===== src/design/exec_pkg.sv =====
package exec_pkg;

    localparam int REG_W    = 5;
    localparam int WORD_W   = 32;
    localparam int NUM_REGS = 32;

    typedef logic [REG_W-1:0]  reg_addr_t;
    typedef logic [WORD_W-1:0] word_t;

    // classes 2 and 3 are reserved, no writeback
    typedef enum logic [1:0] {
        CLS_ALU   = 2'd0,
        CLS_SHIFT = 2'd1,
        CLS_RSV2  = 2'd2,
        CLS_RSV3  = 2'd3
    } uop_class_t;

    typedef enum logic [4:0] {
        FN_ADD  = 5'd0,
        FN_SUB  = 5'd1,
        FN_AND  = 5'd2,
        FN_OR   = 5'd3,
        FN_XOR  = 5'd4,
        FN_SLT  = 5'd5,
        FN_SLTU = 5'd6,
        FN_LUI  = 5'd7
    } alu_func_t;

    typedef struct packed {
        uop_class_t cls;
        logic       use_imm;
        alu_func_t  func;
    } alu_view_t;

    typedef struct packed {
        uop_class_t cls;
        logic       use_imm;
        logic       left;
        logic       arith;
        logic [2:0] rsvd;
    } shift_view_t;

    // cls and use_imm sit in the same bits in both views
    typedef union packed {
        alu_view_t   alu_view;
        shift_view_t shift_view;
    } uop_t;

    function automatic logic has_result(input uop_t uop);
        return (uop.alu_view.cls == CLS_ALU) || (uop.alu_view.cls == CLS_SHIFT);
    endfunction

endpackage


===== src/design/writeback_merge.sv =====
`timescale 1ns/100ps

module writeback_merge #(
    parameter int LANES = 2
) (
    input  logic                aclk,
    input  logic                aresetn,
    input  logic                flush,
    input  logic [LANES-1:0]    ex_en,
    input  exec_pkg::reg_addr_t ex_rd [LANES],
    input  exec_pkg::word_t     ex_data [LANES],
    output logic [LANES-1:0]    wr_en,
    output exec_pkg::reg_addr_t wr_addr [LANES],
    output exec_pkg::word_t     wr_data [LANES]
);
    logic [LANES-1:0] keep;

    // older lane loses to a younger lane with the same rd
    always_comb begin
        for (int l = 0; l < LANES; l++) begin
            keep[l] = ex_en[l] && (ex_rd[l] != '0);
            for (int m = l + 1; m < LANES; m++) begin
                if (ex_en[m] && ex_rd[m] == ex_rd[l]) begin
                    keep[l] = 1'b0;
                end
            end
        end
    end

    always_ff @(posedge aclk) begin
        if (!aresetn || flush) begin
            wr_en <= '0;
        end else begin
            wr_en <= keep;
        end
    end

    always_ff @(posedge aclk) begin
        for (int l = 0; l < LANES; l++) begin
            wr_addr[l] <= ex_rd[l];
            wr_data[l] <= ex_data[l];
        end
    end

endmodule


===== config.mk =====
export PLATFORM = sky130hd
export DESIGN_NAME = writeback_merge
export DESIGN_NICKNAME = d
export VERILOG_FILES = /design/src/design/exec_pkg.sv /design/src/design/writeback_merge.sv
export SDC_FILE = /design/constraint.sdc
export NUM_CORES = 1
export LEC_CHECK = 0
export BUFFER_PORTS_ARGS = -buffer_cell sky130_fd_sc_hd__buf_2
export CAP_MARGIN = 30
export CORE_MARGIN = 2
export CORE_UTILIZATION = 35
export CTS_CLUSTER_DIAMETER = 200
export DETAILED_ROUTE_END_ITERATION = 12
export GPL_TIMING_DRIVEN = 1
export PLACE_DENSITY_LB_ADDON = 0.05
export SLEW_MARGIN = 20
export SYNTH_ARGS = -nofsm -noshare
export SYNTH_HDL_FRONTEND = slang
export SYNTH_SLANG_ARGS = --single-unit

===== constraint.sdc =====
create_clock -name aclk -period 1.75 [get_ports aclk]
set_clock_uncertainty 0.2 [all_clocks]
set_input_delay 0.525 -clock aclk [delete_from_list [all_inputs] [get_ports aclk]]
set_output_delay 0.525 -clock aclk [all_outputs]
set_load 0.05 [all_outputs]

======== Word-level counts from Yosys, hierarchy flattened ========
Cells that the tools add are included.
word-level totals
  flip-flop bits (word level) ............. 76
  latch bits .............................. 0
  bits in writable memories ............... 0
  bits in read-only memories .............. 0
  bits of input ports ..................... 79
  word-level logic and storage cells ...... 15
  memories kept ........................... 0
cells by class
  add/sub/neg operators ................... 0
  multipliers ............................. 0
  div/mod/pow operators ................... 0
  order comparisons ....................... 0
  eq/ne operators ......................... 1
  shift operators ......................... 0
  multiplexer cells ....................... 0
  bitwise gates (word level) .............. 0
  reductions and logical operators ........ 8
operator list
  kind                count
  nonzero test 5 bit  2
  == test 5 bit       1
  logical AND 1 bit   3
  OR reduction 2 bit  1
  zero test 1 bit     1
  logical OR 1 bit    1

======== Longest topological paths before layout ========
  word-level depth ........................ 3
  gate-level depth with buffers ........... 3
  mapped depth without buffers ............ 3

======== Worst setup path after synthesis ========
No wires, ideal clock.
  kind .................................... in2reg
  start ................................... input ex_rd[8] (netlist name)
  end ..................................... register wr_en[0]
  setup time .............................. 0.129 ns
  arrival ................................. 1.229 ns
  required time ........................... 1.421 ns
  slack ................................... 0.193 ns
  stages .................................. 3
  path buffers ............................ 0
  path through ............................ or4_1 -> o211ai_2 -> a31oi_1
on the way
  word-level cells in the longest chain between the ends .. 3
  elaborated cells on any way between the ends .. 5
  classes of those cells .................. eq/ne: 1; reduce/logical: 4
ends and longest elaborated chain
  element                       line                   RTL
  from (decl)                   writeback_merge.sv:10  input exec_pkg::reg_addr_t ex_rd [LANES],
  == test 5 bit                 writeback_merge.sv:23  if (ex_en[m] && ex_rd[m] == ex_rd[l]) begin
  logical AND 1 bit             writeback_merge.sv:23
  OR reduction 2 bit (no line)  -
  to (signal assigned)          writeback_merge.sv:34  wr_en <= keep;
  to (decl)                     writeback_merge.sv:12  output logic [LANES-1:0] wr_en,
Parallel ways exist; a longest one is shown, timed or not.
A chain may end at the register's enable or synchronous reset.

======== Worst setup path in the final report ========
  start ................................... register wr_en[0]
  end ..................................... output wr_en[0]
No word-level cell between the ends.

==> summary.txt <==
Run status
  – Outcome: complete, no violations

Global routing
  – Largest net degree at the start of global routing: 12
  – Initial antenna violation count: 0
  – GRT Overall Usage: 0.1340
  – Overflow after GRT: 0
  – Global-route wire length before repair: between 5000 and 6000 µm
  – Vias in the first global route: ~1100

Run
  – Max-cap violations: 0

Clocking
  – Inserted Clock Buffers: 9
  – Post-cts repair resize count: 0
  – Setup Fix Bufs, Post-CTS: 0
  – CTS tree: yes
  – Root buf cell: clkbuf_8
  – CTS Buffer Depth: 2
  – # clock sinks: 76
  – H-tree Lvls: 3
  – Hold_buf cts: 0
  – CTS clk-pin slew, worst paths: approximately 0.070 ns

Die
  – Die footprint: ~5200 µm²
  – Initial Util: 0.3673
  – Core area: 4414 µm²
  – Die height: approximately 72 µm
  – Std-Cell Rows: 24
  – Top Ports: around 160
  – Die Span X: 72.07 µm

Setup path
  – Critical Path AT: 0.91 ns
  – Crit path depth: 1
  – Crit-path slowest cell: dfxtp_1
  – Startpoint Class: flip-flop
  – CP Buf/Inv Count: 1
  – CP max FO: 1
  – Crit end category: output pin
  – Max stage delay on crit path: ~0.32 ns
  – Critical Path, Cell by Cell: buf_2
  – Cell family with most CP delay: flip-flops
  – Setup Crit Path Kind: reg2out
  – CP Data Required Time: slightly above 1 ns

STA
  – RSZ-0062 raised after global routing: false
  – Slew Viols, Final: 0
  – Final-report hold violation count: 0
  – Peak Freq: just over 600 MHz
  – Setup TNS: 0 ns
  – Period utilization: 0.9320
  – Actual slew at the worst max-slew pin: between 0.2 and 0.3 ns
  – Period minus WS final: between 1.5 and 2 ns
  – Max-slew headroom: 0.8199
  – Setup-failing EPs final: 0

Pwr
  – Leak: 1.369 nW
  – IR Drop Worst-Case VDD: about 0.74 mV
  – Power, Total: ~0.0034 W
  – Pwr Density: 1313 nW/µm²

Worst hold path
  – Hold path depth: 1
  – Hold Path Class: in2reg

Final layout
  – Core Util, Final: 0.5921
  – Synth-to-Final Area Change: 61.19%
  – Fin nets: 334
  – Fin area: about 2600 µm²
  – Fill count: about 390
  – N_diodes: 0
  – Share of layout cells above drive strength 1: 0.6512

Route
  – DR vias: around 1200
  – DRT antenna net count: 0
  – Routed WL per cell: 11.29 µm
  – Pre-antenna DRT Iters: 4
  – DRT iter0 DRCs: 37
  – Routed vias/inst: slightly below 4
  – Residual DRC: 0
  – Wirelength, routed: about 3500 µm

Synth
  – Syn nets: approximately 170
  – Synth Warn #: 0
  – Post-Syn Instances: 90
  – Distinct cells, synth: 12
  – Register area share after synthesis: 0.9383
  – Yosys reg bits: 76
  – Synthesized area per cell: 18.02 µm²
  – Syn Std Cell Area: ~1600 µm²

Placed design
  – IO Port Bufs: between 150 and 200
  – DP Area: between 2000 and 2500 µm²
  – Post-DP HPWL: roughly 2800 µm
  – Final GP Congestion: ~0.67
-- per-stage QoR --
step / hold slack (ns) / instances / setup slack, ns
4_1_cts: 0.07820 / 310 / 0.09409
2_1_floorplan: 0.3527 / 90 / 0.1925
6_report: 0.09592 / 310 / 0.1191
3_5_place_dp: 0.4286 / 296 / 0.02328
3_3_place_gp: 0.4274 / 296 / 0.04172
5_1_grt: 0.07183 / 310 / 0.07446
-- logic make-up (layout without fill, tap and decap cells) --
| family | after synthesis | after routing | share of synthesized area |
|---|---|---|---|
| AOI/OAI and AO/OA | 3 | 3 | 0.01466 |
| and+or+nand+nor | 6 | 6 | 0.02006 |
| xor gates and xnor gates | 5 | 5 | 0.02700 |
| DFF | 76 | 76 | 0.9383 |
| buffers and inverters | 0 | 168 | 0 |
-- layout make-up --
| cell class | instances | area [µm²] | share of cell area |
|---|---|---|---|
| well taps | 52 | 65.06 | 0.02489 |
| flip-flops and latches | 76 | 1521 | 0.5821 |
| clock buffers | 11 | 141.4 | 0.05409 |
| clock inverters | 3 | 15.01 | 0.005744 |
| repair buffers | 154 | 770.7 | 0.2949 |
| multi-input cells | 14 | 100.1 | 0.03830 |
-- sequential cells by signal, summed over array words and instances (netlist names) --
name and count:
wr_addr 10, wr_data 64, wr_en 2
-- where the power goes --
part           internal, W  switching (W)  total, W
clock             0.000531       0.000538   0.00107
sequential         0.00182      0.0000169   0.00184
combinational     0.000129       0.000394  0.000523
-- worst paths after layout --
kind | start | end | slack, ns
worst max-delay path | wr_en[0]$_SDFF_PP0_ | wr_en[0] | 0.12
worst min-delay path | ex_data[12] | wr_data[12]$_DFF_P_ | 0.1
-- routing by layer --
| metal | up-vias | GRT usage | part of all wire |
|---|---|---|---|
| li1 | 611 | - | - |
| met1 | 497 | 0.1333 | 0.35 |
| met2 | 86 | 0.2141 | 0.49 |
| met3 | 8 | 0.06528 | 0.14 |
| met4 | 0 | 0.1027 | 0.025 |
| met5 | - | 0 | 0 |
-- cell usage after synthesis --
| master | count | share of area |
|---|---|---|
| xor2_1 | 4 | 0.022 |
| nor2b_1 | 1 | 0.0039 |
| or4_1 | 1 | 0.0046 |
| nor3_1 | 1 | 0.0031 |
| nor2_1 | 1 | 0.0023 |
| dfxtp_1 | 76 | 0.94 |
| nor4_1 | 1 | 0.0039 |
| a31oi_1 | 1 | 0.0039 |
| xnor2_1 | 1 | 0.0054 |
| a21oi_1 | 1 | 0.0031 |
| nand2_1 | 1 | 0.0023 |
| o211ai_2 | 1 | 0.0077 |
-- cell usage in the layout (no fill, tap or decap), types with 3 or more instances in the layout --
cell type | Yosys | layout
clkinv_2 | 0 | 3
buf_2 | 0 | 154
dfxtp_1 | 76 | 76
xor2_1 | 4 | 4
clkbuf_8 | 0 | 10
Power figures use the tool's default switching activity.
