**src/design/exec_pkg.sv**
```systemverilog
package exec_pkg;

    localparam int REG_W    = 5;
    localparam int WORD_W   = 32;
    localparam int NUM_REGS = 32;

    typedef logic [REG_W-1:0]  reg_addr_t;
    typedef logic [WORD_W-1:0] word_t;

    // classes 2 and 3 are reserved, no writeback
    typedef enum logic [1:0] {
        CLS_ALU   = 2'd0,
        CLS_SHIFT = 2'd1,
        CLS_RSV2  = 2'd2,
        CLS_RSV3  = 2'd3
    } uop_class_t;

    typedef enum logic [4:0] {
        FN_ADD  = 5'd0,
        FN_SUB  = 5'd1,
        FN_AND  = 5'd2,
        FN_OR   = 5'd3,
        FN_XOR  = 5'd4,
        FN_SLT  = 5'd5,
        FN_SLTU = 5'd6,
        FN_LUI  = 5'd7
    } alu_func_t;

    typedef struct packed {
        uop_class_t cls;
        logic       use_imm;
        alu_func_t  func;
    } alu_view_t;

    typedef struct packed {
        uop_class_t cls;
        logic       use_imm;
        logic       left;
        logic       arith;
        logic [2:0] rsvd;
    } shift_view_t;

    // cls and use_imm sit in the same bits in both views
    typedef union packed {
        alu_view_t   alu_view;
        shift_view_t shift_view;
    } uop_t;

    function automatic logic has_result(input uop_t uop);
        return (uop.alu_view.cls == CLS_ALU) || (uop.alu_view.cls == CLS_SHIFT);
    endfunction

endpackage

```
**src/design/exec_lane.sv**
```systemverilog
`timescale 1ns/100ps

module exec_lane (
    input  logic                aclk,
    input  logic                aresetn,
    input  logic                flush,
    input  logic                en,
    input  exec_pkg::uop_t      uop,
    input  exec_pkg::reg_addr_t rd,
    input  exec_pkg::word_t     imm,
    input  exec_pkg::word_t     data_j,
    input  exec_pkg::word_t     data_k,
    output logic                res_en,
    output exec_pkg::reg_addr_t res_rd,
    output exec_pkg::word_t     res_data
);
    exec_pkg::word_t op_a;
    exec_pkg::word_t op_b;
    exec_pkg::word_t alu_res;
    exec_pkg::word_t sh_res;
    exec_pkg::word_t result;
    logic [4:0]      shamt;

    assign op_a  = data_j;
    assign op_b  = uop.alu_view.use_imm ? imm : data_k;
    assign shamt = op_b[4:0];

    always_comb begin
        case (uop.alu_view.func)
            exec_pkg::FN_ADD:  alu_res = op_a + op_b;
            exec_pkg::FN_SUB:  alu_res = op_a - op_b;
            exec_pkg::FN_AND:  alu_res = op_a & op_b;
            exec_pkg::FN_OR:   alu_res = op_a | op_b;
            exec_pkg::FN_XOR:  alu_res = op_a ^ op_b;
            exec_pkg::FN_SLT:  alu_res = {31'b0, $signed(op_a) < $signed(op_b)};
            exec_pkg::FN_SLTU: alu_res = {31'b0, op_a < op_b};
            exec_pkg::FN_LUI:  alu_res = op_b;
            default:           alu_res = '0;
        endcase
    end

    always_comb begin
        if (uop.shift_view.left) begin
            sh_res = op_a << shamt;
        end else if (uop.shift_view.arith) begin
            sh_res = $signed(op_a) >>> shamt;
        end else begin
            sh_res = op_a >> shamt;
        end
    end

    // reserved classes fall through to zero
    always_comb begin
        case (uop.alu_view.cls)
            exec_pkg::CLS_ALU:   result = alu_res;
            exec_pkg::CLS_SHIFT: result = sh_res;
            default:             result = '0;
        endcase
    end

    always_ff @(posedge aclk) begin
        if (!aresetn || flush) begin
            res_en <= 1'b0;
        end else begin
            res_en <= en && exec_pkg::has_result(uop) && (rd != '0);
        end
    end

    always_ff @(posedge aclk) begin
        res_rd   <= rd;
        res_data <= result;
    end

endmodule

```
**config.mk**
```make
export PLATFORM = sky130hd
export DESIGN_NAME = exec_lane
export DESIGN_NICKNAME = d
export VERILOG_FILES = /design/src/design/exec_pkg.sv /design/src/design/exec_lane.sv
export SDC_FILE = /design/constraint.sdc
export NUM_CORES = 1
export LEC_CHECK = 0
export ABC_AREA = 0
export BUFFER_PORTS_ARGS = -buffer_cell sky130_fd_sc_hd__buf_2
export CAP_MARGIN = 10
export CORE_MARGIN = 4
export CORE_UTILIZATION = 39
export CTS_CLUSTER_DIAMETER = 100
export DETAILED_ROUTE_END_ITERATION = 12
export PLACE_DENSITY = 0.63
export RECOVER_POWER = 50
export SLEW_MARGIN = 40
export SYNTH_ARGS = -nofsm -noshare
export SYNTH_HDL_FRONTEND = slang
export SYNTH_SLANG_ARGS = --single-unit
```
**constraint.sdc**
```tcl
create_clock -name aclk -period 5.4 [get_ports aclk]
set_input_delay 0.81 -clock aclk [delete_from_list [all_inputs] [get_ports aclk]]
set_output_delay 0.81 -clock aclk [all_outputs]
set_load 0.05 [all_outputs]
```
Word-level counts from Yosys, hierarchy flattened --
Cells that the tools add are included.
Operators by class: add/subtract/negate cells 2, multiply operators 0, divide/modulo/power cells 0, order comparisons 2, equality and inequality tests 8, shift-type cells 3, muxes and demuxes 5, bitwise gates (word level) 3, reduce and logical (&&, ||, !) cells 8
Operators by type and width (number):
- $pmux 32 s8 | 1
- $mux 32 | 3
- $lt 32x32->1 | 2
- $pmux 32 s2 | 1
- $add 32x32->32 | 1
- $and 32x32->32 | 1
- $or 32x32->32 | 1
- $shl 32x5->32 | 1
- $shr 32x5->32 | 1
- $sshr 32x5->32 | 1
- $sub 32x32->32 | 1
- $xor 32x32->32 | 1
- $eq 5x3->1 const B | 4
- $eq 5x2->1 const B | 2
- $eq 5x1->1 const B | 1
- $logic_not 5->1 | 1
- $reduce_bool 5->1 | 1
- $eq 2x1->1 const B | 1
- $logic_and 1x1->1 | 2
- $logic_not 2->1 | 1
- $logic_or 1x1->1 | 2
- $logic_not 1->1 | 1
Word-level totals: flip-flop bits (word level) 38, latch bits 0, RAM bits 0, ROM bits 0, input bits 113, output and inout port bits 38, word-level logic and storage cells 34, memories 0

Logic depth before layout (Yosys ltp) --
word-level depth 5, depth in mapped cells 18, gate-level depth less buffers 14

Worst setup path before layout --
OpenSTA, ideal clock, no wires.
path kind input to register, start input uop[5] (netlist name), end register res_data[26], library setup time 0.137 ns, arrival 4.537 ns, data required time 5.263 ns, path slack 0.726 ns, stages on the path 18, buffers on the path 4, cell sequence buf_6 > mux2i_4 > inv_2 > buf_2 > buf_2 > buf_2 > ha_1 > inv_1 > fa_1 > nor2b_1 > o2111ai_1 > a21oi_1 > o2111ai_2 > o41ai_2 > a31oi_2 > xnor2_1 > a2111oi_1 > o22ai_1
On the way: cells in the longest elaborated chain, start to end 5, elaborated cells between the ends (all ways) 13, those cells by class add/sub (2); shift (3); mux (5); bitwise (3)
Ends and longest elaborated chain:
- start: declaration | RTL line exec_lane.sv:8 | input exec_pkg::uop_t uop,
- $mux 32 * | RTL line exec_lane.sv:25 | assign op_b = uop.alu_view.use_imm ? imm : data_k;
- branches (longest 3 deep; another with $sub 32x32->32)
- $pmux 32 s2 * | RTL line exec_lane.sv:54 | case (uop.alu_view.cls)
- via result[26] | RTL line exec_lane.sv:21 | exec_pkg::word_t result;
- end signal: assignment | RTL line exec_lane.sv:71 | res_data <= result;
- end: declaration | RTL line exec_lane.sv:15 | output exec_pkg::word_t res_data
Mark *: on every way through the listed nets, which the timed path passes. A chain may end at the register's enable or synchronous reset.

Final worst setup path --
Same ends and word-level chain as after synthesis.

==> flow_summary_export.csv <==
group,metric,value,unit
drt,drtAntennaViolNets,0,
drt,drcViolationCount,0,
worst_setup_path,cpLargestDelayFamily,"compound AO/OA/AOI/OAI gates",
place,place_congestion,1.04,
clock_tree,cts_resized,0,
power,clockPowerShare,20.0,%
power,power.total,2.18,mW
synth,synth_ff_type,"dfxtp_1",
clock_tree,root_buffer,"clkbuf_16",
synth,avgSynthCellArea,6.90,um2
drt,vias,13200,
timing,rsz0062_at_grt,"no",
power,swShare,52.5,%
cells_and_area,fin_area,12000,um2
die,rows,60,
place,io_buffers,150,
worst_setup_path,slowest_stage,"o41ai_2",
timing,hold_viol,0,
cells_and_area,n_antenna_cell,0,
place,place_hpwl,38600,um
place,place_area,11800,um2
clock_tree,cts_tree,"built",
global_route,antenna_found_initial,3,
die,dieWidth,175,um
global_route,grt_first_pass_wirelength,75200,um
worst_setup_path,crit_arrival,4.62,ns
clock_tree,clock_path_buffers,2,
power,vdd_ir_drop_max,0.000126,V
clock_tree,cts_setup_buffers,0,
timing,slew-limit-headroom,44.3,%
power,p_leak,5.27,nW
worst_setup_path,critPathMaxStageDelay,0.53,ns
worst_setup_path,crit_chain,"buf_2 -> buf_12 -> mux2i_1 -> ha_1 -> and3_1 -> nand2_1 -> a21oi_1 -> o2111ai_2 -> o41ai_2 -> a31oi_2 -> xnor2_1 -> a2111oi_1 -> o22ai_1",
drt,wirelength,50300,um
worst_setup_path,cp_num_buf_inv,2,
die,fp.coreArea,27100,um2
min_path,hp-class,"primary input to flip-flop",
clock_tree,clkTransAtPathRegs,0.08,ns
power,p_int,1.03,mW
timing,min_period,4.45,ns
power,p_sw,1.14,mW
timing,max_freq,0.225,GHz
clock_tree,cts_hold_buf,0,
drt,wl_met1,20500,um
timing,setup_viol,0,
cells_and_area,area_delta_synth_final,10.5,%
timing,tns,0,ns
worst_setup_path,crit_start,"uop[5]",
global_route,grt_overflow,0,
clock_tree,htree_levels,2,
drt,met3_length,5430,um
die,die_area,30500,um2
worst_setup_path,crit_path_max_fanout,29,
die,die-height,175,um
drt,first_iter_violations,2020,
clock_tree,cts_buffers,5,
synth,syn_inst,1569,
job,drv_cap,0,
min_path,min_from,"rd[2]",
timing,maxSlewViolCount,0,
global_route,grt_pass1_vias,12200,
clock_tree,cts.sinks,38,
drt,firstDrtPassIters,8,
drt,top_layer_used,"met5",
drt,via_per_inst,6.57,
synth,yosysWarnings,0,
worst_setup_path,cp.required,5.57,ns
synth,synthArstFlopShare,0,%
worst_setup_path,crit_type,"primary input to flip-flop",
synth,netlist_area,10800,um2
power,pwr-share-comb,65.9,%
global_route,grt_max_degree,64,
synth,synth_cell_types,86,
worst_setup_path,crit_path_start_kind,"primary input",
cells_and_area,drive_gt1_share,13.6,%
drt,wl_met2,22000,um
power,seqPwrFrac,14.1,%
synth,yosys_register_bits,38,
drt,wire_per_inst,25.1,um
synth,synth_edf_count,0,
cells_and_area,nNetsFinal,1852,
timing,tightest_slew,0.836,ns
die,start_util,39.9,%
synth,seq_area_frac_synth,7.03,%
worst_setup_path,cp-end-kind,"flip-flop",
timing,min_period_over_period,82.4,%
power,power.density,182,nW/um2
synth,syn_nets,1786,
die,pin_count,151,
run_status,outcome,"finished, final reports clean",
global_route,grt_usage,31.3,%
[layer usage]
metal	GRT usage, %	up-vias
met3	7.51	154
met1	42.1	6249
met4	12.2	4
li1	-	5987
met2	48.4	804
met5	0	-
[cells in the mapped netlist (10+ instances only)]
library cell	number	share of area, %
a211oi_1	37	2.6
a221oi_1	16	1.3
clkbuf_1	72	2.5
a31oi_1	21	1.2
o221ai_1	37	3.0
nor2b_1	14	0.81
nor4_1	17	0.98
dfxtp_1	38	7.0
nor3_1	31	1.4
a21o_1	18	1.2
mux2_2	10	1.0
a211o_1	11	0.89
buf_1	11	0.38
nor2_1	169	5.9
o21ai_1	22	1.0
mux4_2	14	2.9
nand2_1	162	5.6
xnor2_1	10	0.81
mux2i_1	126	12
o21ai_0	81	3.7
inv_1	99	3.4
or3_1	10	0.58
buf_2	35	1.6
nand3_1	37	1.7
o21bai_1	15	1.0
and3_1	16	0.92
o22ai_1	18	1.0
o31ai_1	11	0.76
o211ai_1	41	2.8
ha_1	102	12
a21oi_1	119	5.5
[stage by stage]
step / util [%] / cells / hold WS [ns] / worst slack [ns]
2_1_floorplan: - / 1569 / 0.838 / 0.726
3_3_place_gp: 43.5 / 2000 / 0.924 / 0.678
3_5_place_dp: 43.5 / 2000 / 0.927 / 0.735
4_1_cts: 44.3 / 2008 / 0.602 / 0.995
5_1_grt: 44.1 / 2008 / 0.612 / 0.662
6_report: 44.1 / 2008 / 0.610 / 0.952
[state kept, by name, indices dropped and copies added (netlist names)]
register  cells
res_data     32
res_en        1
res_rd        5
[layout by cell type (no fill, tap or decap), drive strengths merged, types with 41 or more instances in the layout]
cell / synthesis / final
a21oi: 121 / 121
o21ai: 104 / 104
o211ai: 41 / 41
buf: 56 / 154
mux2i: 129 / 129
nor2: 171 / 171
nand2: 162 / 162
ha: 102 / 102
inv: 101 / 101
[layout make-up]
class | count | area [um2]
Fill cell | 2901 | 15100
Multi-Input combinational cell | 1302 | 9140
Timing Repair Buffer | 187 | 1010
Sequential cell | 38 | 761
Tap cell | 372 | 465
Inverter | 101 | 384
Clock buffer | 5 | 125
Clock inverter | 3 | 68.8
[kinds of logic (layout without fill, tap and decap cells)]
logic type,count (synthesis),count (layout),share of synthesized area (%)
adders and majority gates,104,104,12.2
AOI/OAI and AO/OA,543,543,34.4
buffers and inverters,229,296,8.95
and+or+nand+nor,489,489,20.1
DFF,38,38,7.03
xor gates and xnor gates,13,13,1.05
muxes,153,153,16.2
[final timing paths]
kind | slack (ns) | to | cells after the start
max | 0.95 | res_data[26]$_DFF_P_ | 13
min | 0.61 | res_rd[2]$_DFF_P_ | 1
[power by group through the flow]
stage	registers (mW)	logic [mW]	clock network (mW)
6_report	0.307	1.43	0.436
3_5_place_dp	0.312	1.39	0
4_1_cts	0.306	1.39	0.437
5_1_grt	0.309	1.53	0.447
3_3_place_gp	0.313	1.38	0
2_1_floorplan	0.376	0.908	0
No activity file was read; power rests on OpenSTA's default activity.
