File: src/design/exec_pkg.sv
package exec_pkg;

    localparam int REG_W    = 5;
    localparam int WORD_W   = 32;
    localparam int NUM_REGS = 32;

    typedef logic [REG_W-1:0]  reg_addr_t;
    typedef logic [WORD_W-1:0] word_t;

    // classes 2 and 3 are reserved, no writeback
    typedef enum logic [1:0] {
        CLS_ALU   = 2'd0,
        CLS_SHIFT = 2'd1,
        CLS_RSV2  = 2'd2,
        CLS_RSV3  = 2'd3
    } uop_class_t;

    typedef enum logic [4:0] {
        FN_ADD  = 5'd0,
        FN_SUB  = 5'd1,
        FN_AND  = 5'd2,
        FN_OR   = 5'd3,
        FN_XOR  = 5'd4,
        FN_SLT  = 5'd5,
        FN_SLTU = 5'd6,
        FN_LUI  = 5'd7
    } alu_func_t;

    typedef struct packed {
        uop_class_t cls;
        logic       use_imm;
        alu_func_t  func;
    } alu_view_t;

    typedef struct packed {
        uop_class_t cls;
        logic       use_imm;
        logic       left;
        logic       arith;
        logic [2:0] rsvd;
    } shift_view_t;

    // cls and use_imm sit in the same bits in both views
    typedef union packed {
        alu_view_t   alu_view;
        shift_view_t shift_view;
    } uop_t;

    function automatic logic has_result(input uop_t uop);
        return (uop.alu_view.cls == CLS_ALU) || (uop.alu_view.cls == CLS_SHIFT);
    endfunction

endpackage

File: src/design/issue_stage.sv
`timescale 1ns/100ps

module issue_stage #(
    parameter int LANES       = 2,
    parameter int QUEUE_DEPTH = 8
) (
    input  logic                aclk,
    input  logic                aresetn,
    input  logic                flush,
    input  logic [LANES-1:0]    in_en,
    input  exec_pkg::uop_t      in_uop [LANES],
    input  exec_pkg::reg_addr_t in_rd [LANES],
    input  exec_pkg::reg_addr_t in_rj [LANES],
    input  exec_pkg::reg_addr_t in_rk [LANES],
    input  exec_pkg::word_t     in_imm [LANES],
    input  logic [LANES-1:0]    wr_en,
    input  exec_pkg::reg_addr_t wr_addr [LANES],
    output logic                full,
    output logic [LANES-1:0]    ds_en,
    output exec_pkg::uop_t      ds_uop [LANES],
    output exec_pkg::reg_addr_t ds_rd [LANES],
    output exec_pkg::reg_addr_t ds_rj [LANES],
    output exec_pkg::reg_addr_t ds_rk [LANES],
    output exec_pkg::word_t     ds_imm [LANES]
);
    localparam int PW = (QUEUE_DEPTH > 1) ? $clog2(QUEUE_DEPTH) : 1;
    localparam int CW = $clog2(QUEUE_DEPTH + 1);
    localparam int NR = exec_pkg::NUM_REGS;

    exec_pkg::uop_t      q_uop [QUEUE_DEPTH];
    exec_pkg::reg_addr_t q_rd [QUEUE_DEPTH];
    exec_pkg::reg_addr_t q_rj [QUEUE_DEPTH];
    exec_pkg::reg_addr_t q_rk [QUEUE_DEPTH];
    exec_pkg::word_t     q_imm [QUEUE_DEPTH];

    logic [PW-1:0]    head;
    logic [CW-1:0]    count;
    logic [NR-1:0]    pending;
    logic [NR-1:0]    fl_mask [3];
    logic [LANES-1:0] accept;
    logic [LANES-1:0] issue;
    logic [CW-1:0]    n_accept;
    logic [CW-1:0]    n_issue;
    logic [PW-1:0]    hd_idx [LANES];
    logic [PW-1:0]    tl_idx [LANES];
    logic [NR-1:0]    busy;
    logic [NR-1:0]    set_mask;
    logic [NR-1:0]    clr_mask;
    logic             run;
    logic             hazard;
    exec_pkg::uop_t   hd_uop;

    function automatic logic [PW-1:0] wrap_idx(input int unsigned base, input int unsigned ofs);
        int unsigned sum;
        sum = base + ofs;
        if (sum >= QUEUE_DEPTH) begin
            sum = sum - QUEUE_DEPTH;
        end
        return PW'(sum);
    endfunction

    assign full   = (QUEUE_DEPTH - int'(count)) < LANES;
    assign accept = (full || flush) ? '0 : in_en;

    always_comb begin
        n_accept = '0;
        for (int i = 0; i < LANES; i++) begin
            tl_idx[i] = wrap_idx(head, count + i);
            n_accept  = n_accept + CW'(accept[i]);
        end
    end

    // in-order prefix of ready ops from the head
    always_comb begin
        busy     = pending;
        set_mask = '0;
        issue    = '0;
        n_issue  = '0;
        run      = 1'b1;
        hd_uop   = '0;
        hazard   = 1'b0;
        for (int i = 0; i < LANES; i++) begin
            hd_idx[i] = wrap_idx(head, i);
            hd_uop    = q_uop[hd_idx[i]];
            hazard    = busy[q_rj[hd_idx[i]]] ||
                        (!hd_uop.alu_view.use_imm && busy[q_rk[hd_idx[i]]]);
            if (run && (i < count) && !hazard) begin
                issue[i] = 1'b1;
                n_issue  = n_issue + CW'(1);
                // younger ops in this group see the rd as busy
                if (exec_pkg::has_result(hd_uop) && q_rd[hd_idx[i]] != '0) begin
                    busy[q_rd[hd_idx[i]]]     = 1'b1;
                    set_mask[q_rd[hd_idx[i]]] = 1'b1;
                end
            end else begin
                run = 1'b0;
            end
        end
    end

    always_comb begin
        clr_mask = '0;
        for (int l = 0; l < LANES; l++) begin
            if (wr_en[l]) begin
                clr_mask[wr_addr[l]] = 1'b1;
            end
        end
        // keep the bit while a younger write to it is still in flight
        clr_mask = clr_mask & ~(set_mask | fl_mask[0] | fl_mask[1] | fl_mask[2]);
    end

    always_ff @(posedge aclk) begin
        if (!aresetn || flush) begin
            head    <= '0;
            count   <= '0;
            pending <= '0;
            ds_en   <= '0;
            for (int s = 0; s < 3; s++) begin
                fl_mask[s] <= '0;
            end
        end else begin
            head       <= wrap_idx(head, n_issue);
            count      <= count + n_accept - n_issue;
            pending    <= (pending & ~clr_mask) | set_mask;
            ds_en      <= issue;
            fl_mask[0] <= set_mask;
            fl_mask[1] <= fl_mask[0];
            fl_mask[2] <= fl_mask[1];
        end
    end

    always_ff @(posedge aclk) begin
        for (int i = 0; i < LANES; i++) begin
            if (accept[i]) begin
                q_uop[tl_idx[i]] <= in_uop[i];
                q_rd[tl_idx[i]]  <= in_rd[i];
                q_rj[tl_idx[i]]  <= in_rj[i];
                q_rk[tl_idx[i]]  <= in_rk[i];
                q_imm[tl_idx[i]] <= in_imm[i];
            end
            ds_uop[i] <= q_uop[hd_idx[i]];
            ds_rd[i]  <= q_rd[hd_idx[i]];
            ds_rj[i]  <= q_rj[hd_idx[i]];
            ds_rk[i]  <= q_rk[hd_idx[i]];
            ds_imm[i] <= q_imm[hd_idx[i]];
        end
    end

endmodule

File: config.mk
export PLATFORM = sky130hd
export DESIGN_NAME = issue_stage
export DESIGN_NICKNAME = d
export VERILOG_FILES = /design/src/design/exec_pkg.sv /design/src/design/issue_stage.sv
export SDC_FILE = /design/constraint.sdc
export NUM_CORES = 1
export LEC_CHECK = 0
export BUFFER_PORTS_ARGS = -buffer_cell sky130_fd_sc_hd__buf_2
export CORE_AREA = 2 2 276 482
export DETAILED_ROUTE_END_ITERATION = 16
export DIE_AREA = 0 0 278 484
export PLACE_DENSITY_LB_ADDON = 0.15
export RECOVER_POWER = 25
export SLEW_MARGIN = 10
export SYNTH_ARGS = -nofsm -noshare
export SYNTH_HDL_FRONTEND = slang
export SYNTH_SLANG_ARGS = --single-unit
File: constraint.sdc
create_clock -name aclk -period 6.6 [get_ports aclk]
set_clock_uncertainty 0.1 [all_clocks]
set_input_delay 0.99 -clock aclk [delete_from_list [all_inputs] [get_ports aclk]]
set_output_delay 0.99 -clock aclk [all_outputs]
set_load 0.1 [all_outputs]
After elaboration in Yosys (flattened, before gate mapping):

Memories as Yosys holds them, arrays and structs flattened. A register that Yosys moved wholly into a read port is not among the register bits.
Cells that the tools add are included.

* flip-flop bits (word level): 87
* RAM bits: 536
* input port bits: 127
* output and inout bits: 113
* word-level logic and storage cells: 139
* memories kept: 6

* $add $sub $neg: 15
* magnitude comparators: 20
* equal/unequal tests: 2
* mux-type cells: 44
* bitwise logic cells: 14
* reductions and logical operators: 26

Memories
* q_imm: words 8, width 32, rd ports 2, clocked after memory_dff 2, wr ports 2, RTL line issue_stage.sv:34 `exec_pkg::word_t q_imm [QUEUE_DEPTH];`
* fl_mask: words 3, width 32, rd ports 3, clocked after memory_dff 0, wr ports 3, RTL line issue_stage.sv:39 `logic [NR-1:0] fl_mask [3];`
* q_uop: words 8, width 8, rd ports 2, clocked after memory_dff 0, wr ports 2, RTL line issue_stage.sv:30 `exec_pkg::uop_t q_uop [QUEUE_DEPTH];`
* q_rd: words 8, width 5, rd ports 2, clocked after memory_dff 0, wr ports 2, RTL line issue_stage.sv:31 `exec_pkg::reg_addr_t q_rd [QUEUE_DEPTH];`
* q_rj: words 8, width 5, rd ports 2, clocked after memory_dff 0, wr ports 2, RTL line issue_stage.sv:32 `exec_pkg::reg_addr_t q_rj [QUEUE_DEPTH];`
* q_rk: words 8, width 5, rd ports 2, clocked after memory_dff 0, wr ports 2, RTL line issue_stage.sv:33 `exec_pkg::reg_addr_t q_rk [QUEUE_DEPTH];`

Operator list (count)
* 2-to-1 mux 32 bit: 11
* bitwise OR 32 bit: 7
* AND 32 bit: 2
* NOT 32 bit: 2
* < comparator 5 x 6 -> 1 bit (second input constant): 8
* binary-select mux 1 bit (select 5 bit): 4
* demux 1 bit (select 5 bit): 4
* >= comparator 5 x 1 -> 1 bit (second input constant): 4
* 2-to-1 mux 1 bit: 18
* 2-to-1 mux 3 bit: 5
* subtractor 3 x 1 -> 3 bit (second input constant): 5
* logical AND 1 bit: 11
* adder 3 x 4 -> 5 bit: 2
* >= comparator 5 x 4 -> 1 bit (second input constant): 2
* nonzero test 5 bit: 2
* < comparator 1 x 4 -> 1 bit (first input constant): 2
* adder 3 x 5 -> 6 bit: 1
* >= comparator 6 x 4 -> 1 bit (second input constant): 1
* logical OR 1 bit: 6
* adder 4 x 1 -> 5 bit (second input constant): 1
* logical NOT 1 bit: 5
* < comparator 5 x 3 -> 1 bit (second input constant): 1
* subtractor 4 x 4 -> 5 bit (first input constant): 1
* adder 3 x 1 -> 4 bit (second input constant): 1
* 11 further kinds: 15

Logic depth before layout (Yosys ltp):

Gate-level depths: netlist of run 1.
An unclocked memory read counts as a cell.

* depth in word-level cells: 25
* gate-level depth with buffers: 29
* gate-level depth less buffers: 22

Worst setup path before layout of run 1:

OpenSTA, ideal clock, no wires.

* path type: register -> register
* start point: register count[1]
* end point: memory q_imm[0][0] in the netlist's numbering (enable)
* arrival time: 6.510 ns
* required time: 5.956 ns
* slack: -0.554 ns
* cell stages (with the launch flop): 10
* buffers on the path: 0
* period minus slack after synthesis: 7.154 ns
* cells stage by stage: dfxtp_1 -> inv_1 -> ha_1 -> nor2_1 -> o2111ai_1 -> o211ai_1 -> nor2_1 -> nand2_1 -> or2_2 -> o21ai_0

RTL lines
* start, declared: RTL line issue_stage.sv:37 `logic [CW-1:0] count;`
* start signal, assigned: RTL line issue_stage.sv:123 `count <= count + n_accept - n_issue;`
* end, declared: RTL line issue_stage.sv:34

Worst setup path after layout of run 1:

* start point: register head[0]
* end point: register count[1]

* longest elaborated chain between the ends: 18
* elaborated cells on any way between the ends: 48
* those cells by class: add/sub (5); order compare (4); eq/ne (1); mux (17); bitwise (1); reduce/logical (16); memory (4)

RTL lines
* start, declared: RTL line issue_stage.sv:36 `logic [PW-1:0] head;`
* start signal, assigned: RTL line issue_stage.sv:122 `head <= wrap_idx(head, n_issue);`
* >= comparator 3 x 4 -> 1 bit / subtractor 3 x 1 -> 3 bit (equally long branches): RTL line issue_stage.sv:56, issue_stage.sv:57
* 2-to-1 mux 3 bit: RTL line issue_stage.sv:56 `if (sum >= QUEUE_DEPTH) begin`
* memory (8 x 5 bit), on equally long branches
* < comparator 5 x 6 -> 1 bit (implied by the code), or another cell as far along: RTL line issue_stage.sv:92 `busy[q_rd[hd_idx[i]]] = 1'b1;`
* logical AND 1 bit (implied by the code) / 2-to-1 mux 1 bit (equally long branches): RTL line issue_stage.sv:92, issue_stage.sv:86
* 2-to-1 mux 1 bit (implied by the code) / logical AND 1 bit (equally long branches): RTL line issue_stage.sv:92, issue_stage.sv:86
* demux 1 bit (select 5 bit) / logical OR 1 bit (equally long branches): RTL line issue_stage.sv:92, issue_stage.sv:85
* bitwise OR 32 bit (no source line) / logical NOT 1 bit (equally long branches)
* (+2 left out)
* binary-select mux 1 bit (select 5 bit): RTL line issue_stage.sv:86 `(!hd_uop.alu_view.use_imm && busy[q_rk[hd_idx[i]]]);`
* 2-to-1 mux 1 bit (implied by the code): RTL line issue_stage.sv:86
* logical AND 1 bit: RTL line issue_stage.sv:86
* logical OR 1 bit: RTL line issue_stage.sv:85 `hazard = busy[q_rj[hd_idx[i]]] ||`
* logical NOT 1 bit: RTL line issue_stage.sv:87 `if (run && (i < count) && !hazard) begin`
* logical AND 1 bit: RTL line issue_stage.sv:87
* 2-to-1 mux 4 bit (*): RTL line issue_stage.sv:87
* subtractor 4 bit (*): RTL line issue_stage.sv:123

Every way passes the cells marked *; elsewhere a longest branch is shown, timed or not. The select of a mux whose other input is x is not followed.
A chain may end at the register's enable or synchronous reset.

==> results.cfg, run 1 <==
[cts]
cts_tree = yes
clock_path_buffers = 3
cts_buffers = 74
clk_pin_slew_worst_paths_ns = 0.07
cts_max_level = 3
insertion_delay_ns = 0.70
clockRootBuffer = clkbuf_16
cts.sink_count = 687
postCtsHoldBufs = 0

[status]
status = finished, violations left
violations = capacitance limit, slew limit

[yosys]
syn_area_um2 = 35100
synth_xor_xnor_area_share_pct = 0.200
synth_edf_count = 440
seq_area_frac_synth_pct = 51.7
ys_ff_latch = 687
synth_ff_type = edfxtp_1
async_reset_ff_share_pct = 0
synthCells = 2410
yosysWarnings = 0
synth_fp_nets = 2554
syn_area_per_cell_um2 = 14.6
synthMuxAreaShare_pct = 32.9
synth_compound_area_share_pct = 6.26
synth_top_family_by_area = multiplexers
yosys.area_share.simple_pct = 5.74
synth_fa_ha_area_share_pct = 0.713
synth.distinct_cells = 76

[cells_and_area]
final_layout_size_suffix_gt1_share_pct = 40.6
layout.nets = 2805
final_cell_mix = 521 x mux2_2, 440 x edfxtp_1, 244 x dfxtp_1
fillers = 13000
utilization_pct = 31.3
layout_commonest_cell = mux2_2
regArea_um2 = 18200
syn2layout_area_growth_pct = 16.9
multi_input_area_um2 = 16300

[timing]
finalCritPeriodShare_pct = 95.6
slew_viol_final = 307
worst_slew_pin_slew_ns = 3.58
fmax_mhz = 158
period_minus_slack_ns = 6.31
hold_viol_final = 0
setup_violations = 0
slew_headroom_pct = -139
rsz0062_at_grt = no
hold_slack_ns = 0.345

[die]
fp.dieW_um = 278
io_pins = 240
core_um2 = 131000
row_count = 176
die-area_um2 = 135000
start_util_pct = 26.8
dieHeight_um = 484

[detailed_routing]
vias = 23500
ant_nets = 0
wl_um = 130000
drt_iter0_markers = 1568
post_drt_wl_per_cell_um = 29.4
route.detailed.drc = 0
dr.pass1.iters = 5
viasPerCell = 5.31

[grt]
grt_remaining_overflow = 0
grtUsageTotal_pct = 19.0
grt_pass1_vias = 25000
grt_antenna_before_repair = 46
grt_first_pass_wirelength_um = 185000
grt_max_degree = 70

[place]
dp_hpwl_um = 84800
portBuffers = 239
gp_congestion = 0.917

[worst_setup_path]
start_kind = register
crit_required_ns = 7.11
endpoint_kind = register
crit_fanout = 56
crit_type = register to register
arrival_ns = 6.82

[job]
cap_viol_max_count = 9

[power]
leakagePower_nw = 13.2
p_per_area_nw_per_um2 = 471
max-vdd-ir-drop_mv = 0.354

[min_path]
hp-class = register to register
## power by group
| part | leakage [nW] | switching (mW) | total [mW] | internal, mW |
|---|---|---|---|---|
| sequential | 6.02 | 0.363 | 5.89 | 5.53 |
| clock | 1.19 | 1.91 | 4.33 | 2.42 |
| combinational | 6.02 | 6.47 | 9.13 | 2.66 |
## worst paths after layout
kind	startpoint	to	slack (ns)	depth (start not counted)
max	head[0]	count[1]	0.29	22
max reg2reg	head[0]	count[1]	0.29	22
min reg2reg	fl_mask[0][21]	fl_mask[0][53]	0.34	1
min	fl_mask[0][21]	fl_mask[0][53]	0.34	1
## logic make-up (layout without fill, tap and decap cells)
logic type / Yosys count / count (layout)
muxes: 797 / 797
DFF: 687 / 687
other: 1 / 9
xor gates and xnor gates: 8 / 8
adders and majority gates: 17 / 17
AOI/OAI and AO/OA: 299 / 299
and+or+nand+nor: 401 / 401
buffers and inverters: 200 / 511
## cells in the mapped netlist (21+ instances only)
library cell,count,area (µm²)
mux4_2,227,5110
inv_1,37,139
nand3_1,31,155
nor3_1,23,115
mux2i_1,23,230
o31ai_1,27,203
nor2_1,100,375
mux2_2,543,6110
dfxtp_1,247,4940
nand2_1,93,349
o21ai_0,59,295
clkbuf_1,115,432
edfxtp_1,440,13200
a21oi_1,21,105
a22oi_1,40,300
o41ai_1,29,254
and2_1,73,457
## timing repair
action                                  in CTS  in global routing
endpoints found under the setup margin       0                  4
setup buffers                                0                  2
endpoints found under the hold margin        0                  0
gates resized for setup                      0                  3
## registers in the layout, indices dropped and copies added (netlist names)
register / cells
count: 4
ds_en: 2
ds_imm: 64
ds_rd: 10
ds_rj: 10
ds_rk: 10
ds_uop: 16
fl_mask: 96
head: 3
pending: 32
q_imm: 256
q_rd: 40
q_rj: 40
q_rk: 40
q_uop: 64
## metal layers
metal / track usage [%] / routed length (µm) / share of wire, %
met4: 7.69 / 5330 / 4.1
met2: 33.8 / 66600 / 51
met1: 21.7 / 49600 / 38
met5: 0 / 345 / 0.27
met3: 4.91 / 8210 / 6.3
## metrics by stage
| stage | std cells | total power [mW] | TNS (ns) | instance area [µm²] | setup slack (ns) |
|---|---|---|---|---|---|
| global route | 4416 | 20.2 | 0 | 41000 | 0.0257 |
| floorplan | 2410 | 12.5 | -121.84 | 35100 | -0.554 |
| global placement | 4274 | 15.2 | -0.0254 | 38700 | -0.0254 |
| CTS | 4410 | 19.7 | 0 | 41200 | 0.0100 |
| detailed placement | 4274 | 15.2 | 0 | 38700 | 0.0105 |
| finish | 4420 | 19.3 | 0 | 41000 | 0.290 |
## worst max-delay path, cell delays in order, from the launching register on
cell	delay [ns]
dfxtp_4	0.53
buf_12	0.28
buf_12	0.36
mux4_2	0.57
mux2_2	0.34
buf_4	0.18
nand2b_1	0.15
nor2_1	0.50
nand3_1	0.30
a311oi_1	0.33
a311oi_1	0.09
a211oi_1	0.23
buf_4	0.20
o32ai_4	0.14
nand2_4	0.10
inv_1	0.04
ha_1	0.31
ha_1	0.29
inv_1	0.05
fa_1	0.41
inv_1	0.09
fa_1	0.41
nor2_1	0.10
## area by class of cell
cell class	instances	area share, %
clock inverters	35	0.948
repair buffers	334	4.51
diodes	8	0.0488
multi-input cells	1523	39.7
clock buffers	101	5.03
flip-flops and latches	687	44.3
well taps	1691	5.16
inverters	41	0.375
(Power assumes the default switching activity.)
==> run 2: changes to the inputs <==
--- a/config.mk
+++ b/config.mk
@@ -6,9 +6,9 @@
 export NUM_CORES = 1
 export LEC_CHECK = 0
 export BUFFER_PORTS_ARGS = -buffer_cell sky130_fd_sc_hd__buf_2
-export CORE_AREA = 2 2 276 482
+export CORE_AREA = 2 2 194 340
 export DETAILED_ROUTE_END_ITERATION = 16
-export DIE_AREA = 0 0 278 484
+export DIE_AREA = 0 0 196 342
 export PLACE_DENSITY_LB_ADDON = 0.15
 export RECOVER_POWER = 25
 export SLEW_MARGIN = 10
==> results.cfg, run 2 (synthesized netlist as in run 1, its figures left out) <==
[status]
status = finished, violations left
violations = capacitance limit, slew limit

[die]
dieHeight_um = 342
start_util_pct = 54.4
row_count = 124
io_pins = 240
core_um2 = 64500
die-area_um2 = 67000
fp.dieW_um = 196

[cells_and_area]
final_cell_mix = 528 x mux2_2, 440 x edfxtp_1, 244 x dfxtp_1
final_area_um2 = 39500
final_layout_size_suffix_gt1_share_pct = 40.7
multi_input_area_um2 = 16300
layout_commonest_cell = mux2_2
utilization_pct = 61.2
largest_reg_flops = 256
regArea_um2 = 18200
fillers = 5080
layout.nets = 2783
syn2layout_area_growth_pct = 12.5

[cts]
cts_max_level = 3
clockRootBuffer = clkbuf_16
cts_buffers = 66
cts_setup_buffers = 0
cts_tree = yes
clk_pin_slew_worst_paths_ns = 0.07
clock_path_buffers = 3
cts.sink_count = 687
postCtsHoldBufs = 0
insertion_delay_ns = 0.63
ctsResizeCount = 0

[place]
dpl_cell_area_um2 = 37500
gp_congestion = 1.01
pre_cts_slack_ns = 0.347
portBuffers = 239
dp_hpwl_um = 71700

[grt]
grt_max_degree = 107
grt_antenna_before_repair = 17
grt_remaining_overflow = 0
grt_first_pass_wirelength_um = 162000
grtUsageTotal_pct = 33.2
grt_pass1_vias = 24700

[worst_setup_path]
cp_slowest_stage_delay_ns = 0.56
path_cells = nor2b_1, buf_4, a221o_1, mux4_2, a21oi_1, nand4_1, a21oi_2, buf_4, nand2_2, a211o_1, a311oi_1, a22oi_1, o32ai_4, nand2_4, inv_1, ha_1, ha_1, inv_1, fa_1, inv_1, fa_1, nor2_1
crit_type = register to register
crit_fanout = 22
crit_required_ns = 7.06
start_kind = register
cp_num_buf_inv = 5
arrival_ns = 6.76
crit_path_top_delay_cell = a221o_1
endpoint_kind = register
cp_common_cell = inv_1
crit_family = compound AO/OA/AOI/OAI gates

[power]
leakagePower_nw = 13.0
p_per_area_nw_per_um2 = 472
max-vdd-ir-drop_mv = 0.412
finalPower_mw = 18.7

[timing]
fmax_mhz = 159
finalCritPeriodShare_pct = 95.4
rsz0062_at_grt = no
period_minus_slack_ns = 6.30
setup_ws_ns = 0.303
setup_violations = 0
hold_viol_final = 0
slew_headroom_pct = -173
worst_slew_pin_slew_ns = 4.09
fin_tns_setup_ns = 0
slew_viol_final = 284

[detailed_routing]
viasPerCell = 6.73
route.detailed.drc = 0
wl_um = 111000
vias = 23700
ant_nets = 0
drt_iter0_markers = 2124
post_drt_wl_per_cell_um = 31.6
dr.pass1.iters = 5

[min_path]
hp-class = register to register

[job]
cap_viol_max_count = 8
run 2: changes by cell type in the layout (fill, tap and decap cells not counted), moves of 7 or more:
cell	change
clkbuf_1	-10
mux2_1	-7
and2_1	+11
mux2_2	+7
clkinv_1	-9
buf_12	-7
clkinv_2	+7
and2_0	-11
run 2: worst paths after layout:
kind,start,to,slack (ns),depth (start not counted)
worst max-delay path,head[1],count[1],0.30,22
worst max register to register,head[1],count[1],0.30,22
worst min-delay path,fl_mask[0][33],fl_mask[0][65],0.35,1
worst min register to register,fl_mask[0][33],fl_mask[0][65],0.35,1
run 2: power by group:
part	switching [mW]	internal, mW
logic	6.25	2.57
registers	0.381	5.53
clock network	1.70	2.23
total	8.33	10.3
run 2: metal layers:
layer  track usage, %  part of all wire (%)
met1             38.1                    36
met2             58.1                    51
met4             19.0                   6.3
met3             6.32                   6.6
met5                0                 0.093
run 2: final cells by class:
type | instances | share of cell area (%)
Sequential cell | 687 | 46.0
Multi-Input combinational cell | 1523 | 41.1
Inverter | 41 | 0.390
Antenna cell | 8 | 0.0507
Tap cell | 819 | 2.59
Timing Repair Buffer | 320 | 4.22
Clock inverter | 34 | 0.865
Clock buffer | 84 | 4.75
run 2: per-stage QoR:
stage                     hold slack [ns]  cells
after floorplan                     0.321   2410
after global placement              0.335   3389
after detailed placement            0.340   3389
after CTS                           0.356   3507
after global routing                0.377   3512
final                               0.353   3516
run 2: worst reg2reg max path, cell delays in order (launching register included):
cell and delay (ns):
dfxtp_4 0.52, nor2b_1 0.30, buf_4 0.20, a221o_1 0.56, mux4_2 0.42, a21oi_1 0.17
nand4_1 0.22, a21oi_2 0.44, buf_4 0.37, nand2_2 0.16, a211o_1 0.31, a311oi_1 0.25
a22oi_1 0.17, o32ai_4 0.29, nand2_4 0.08, inv_1 0.07, ha_1 0.25, ha_1 0.30
inv_1 0.05, fa_1 0.40, inv_1 0.08, fa_1 0.41, nor2_1 0.10
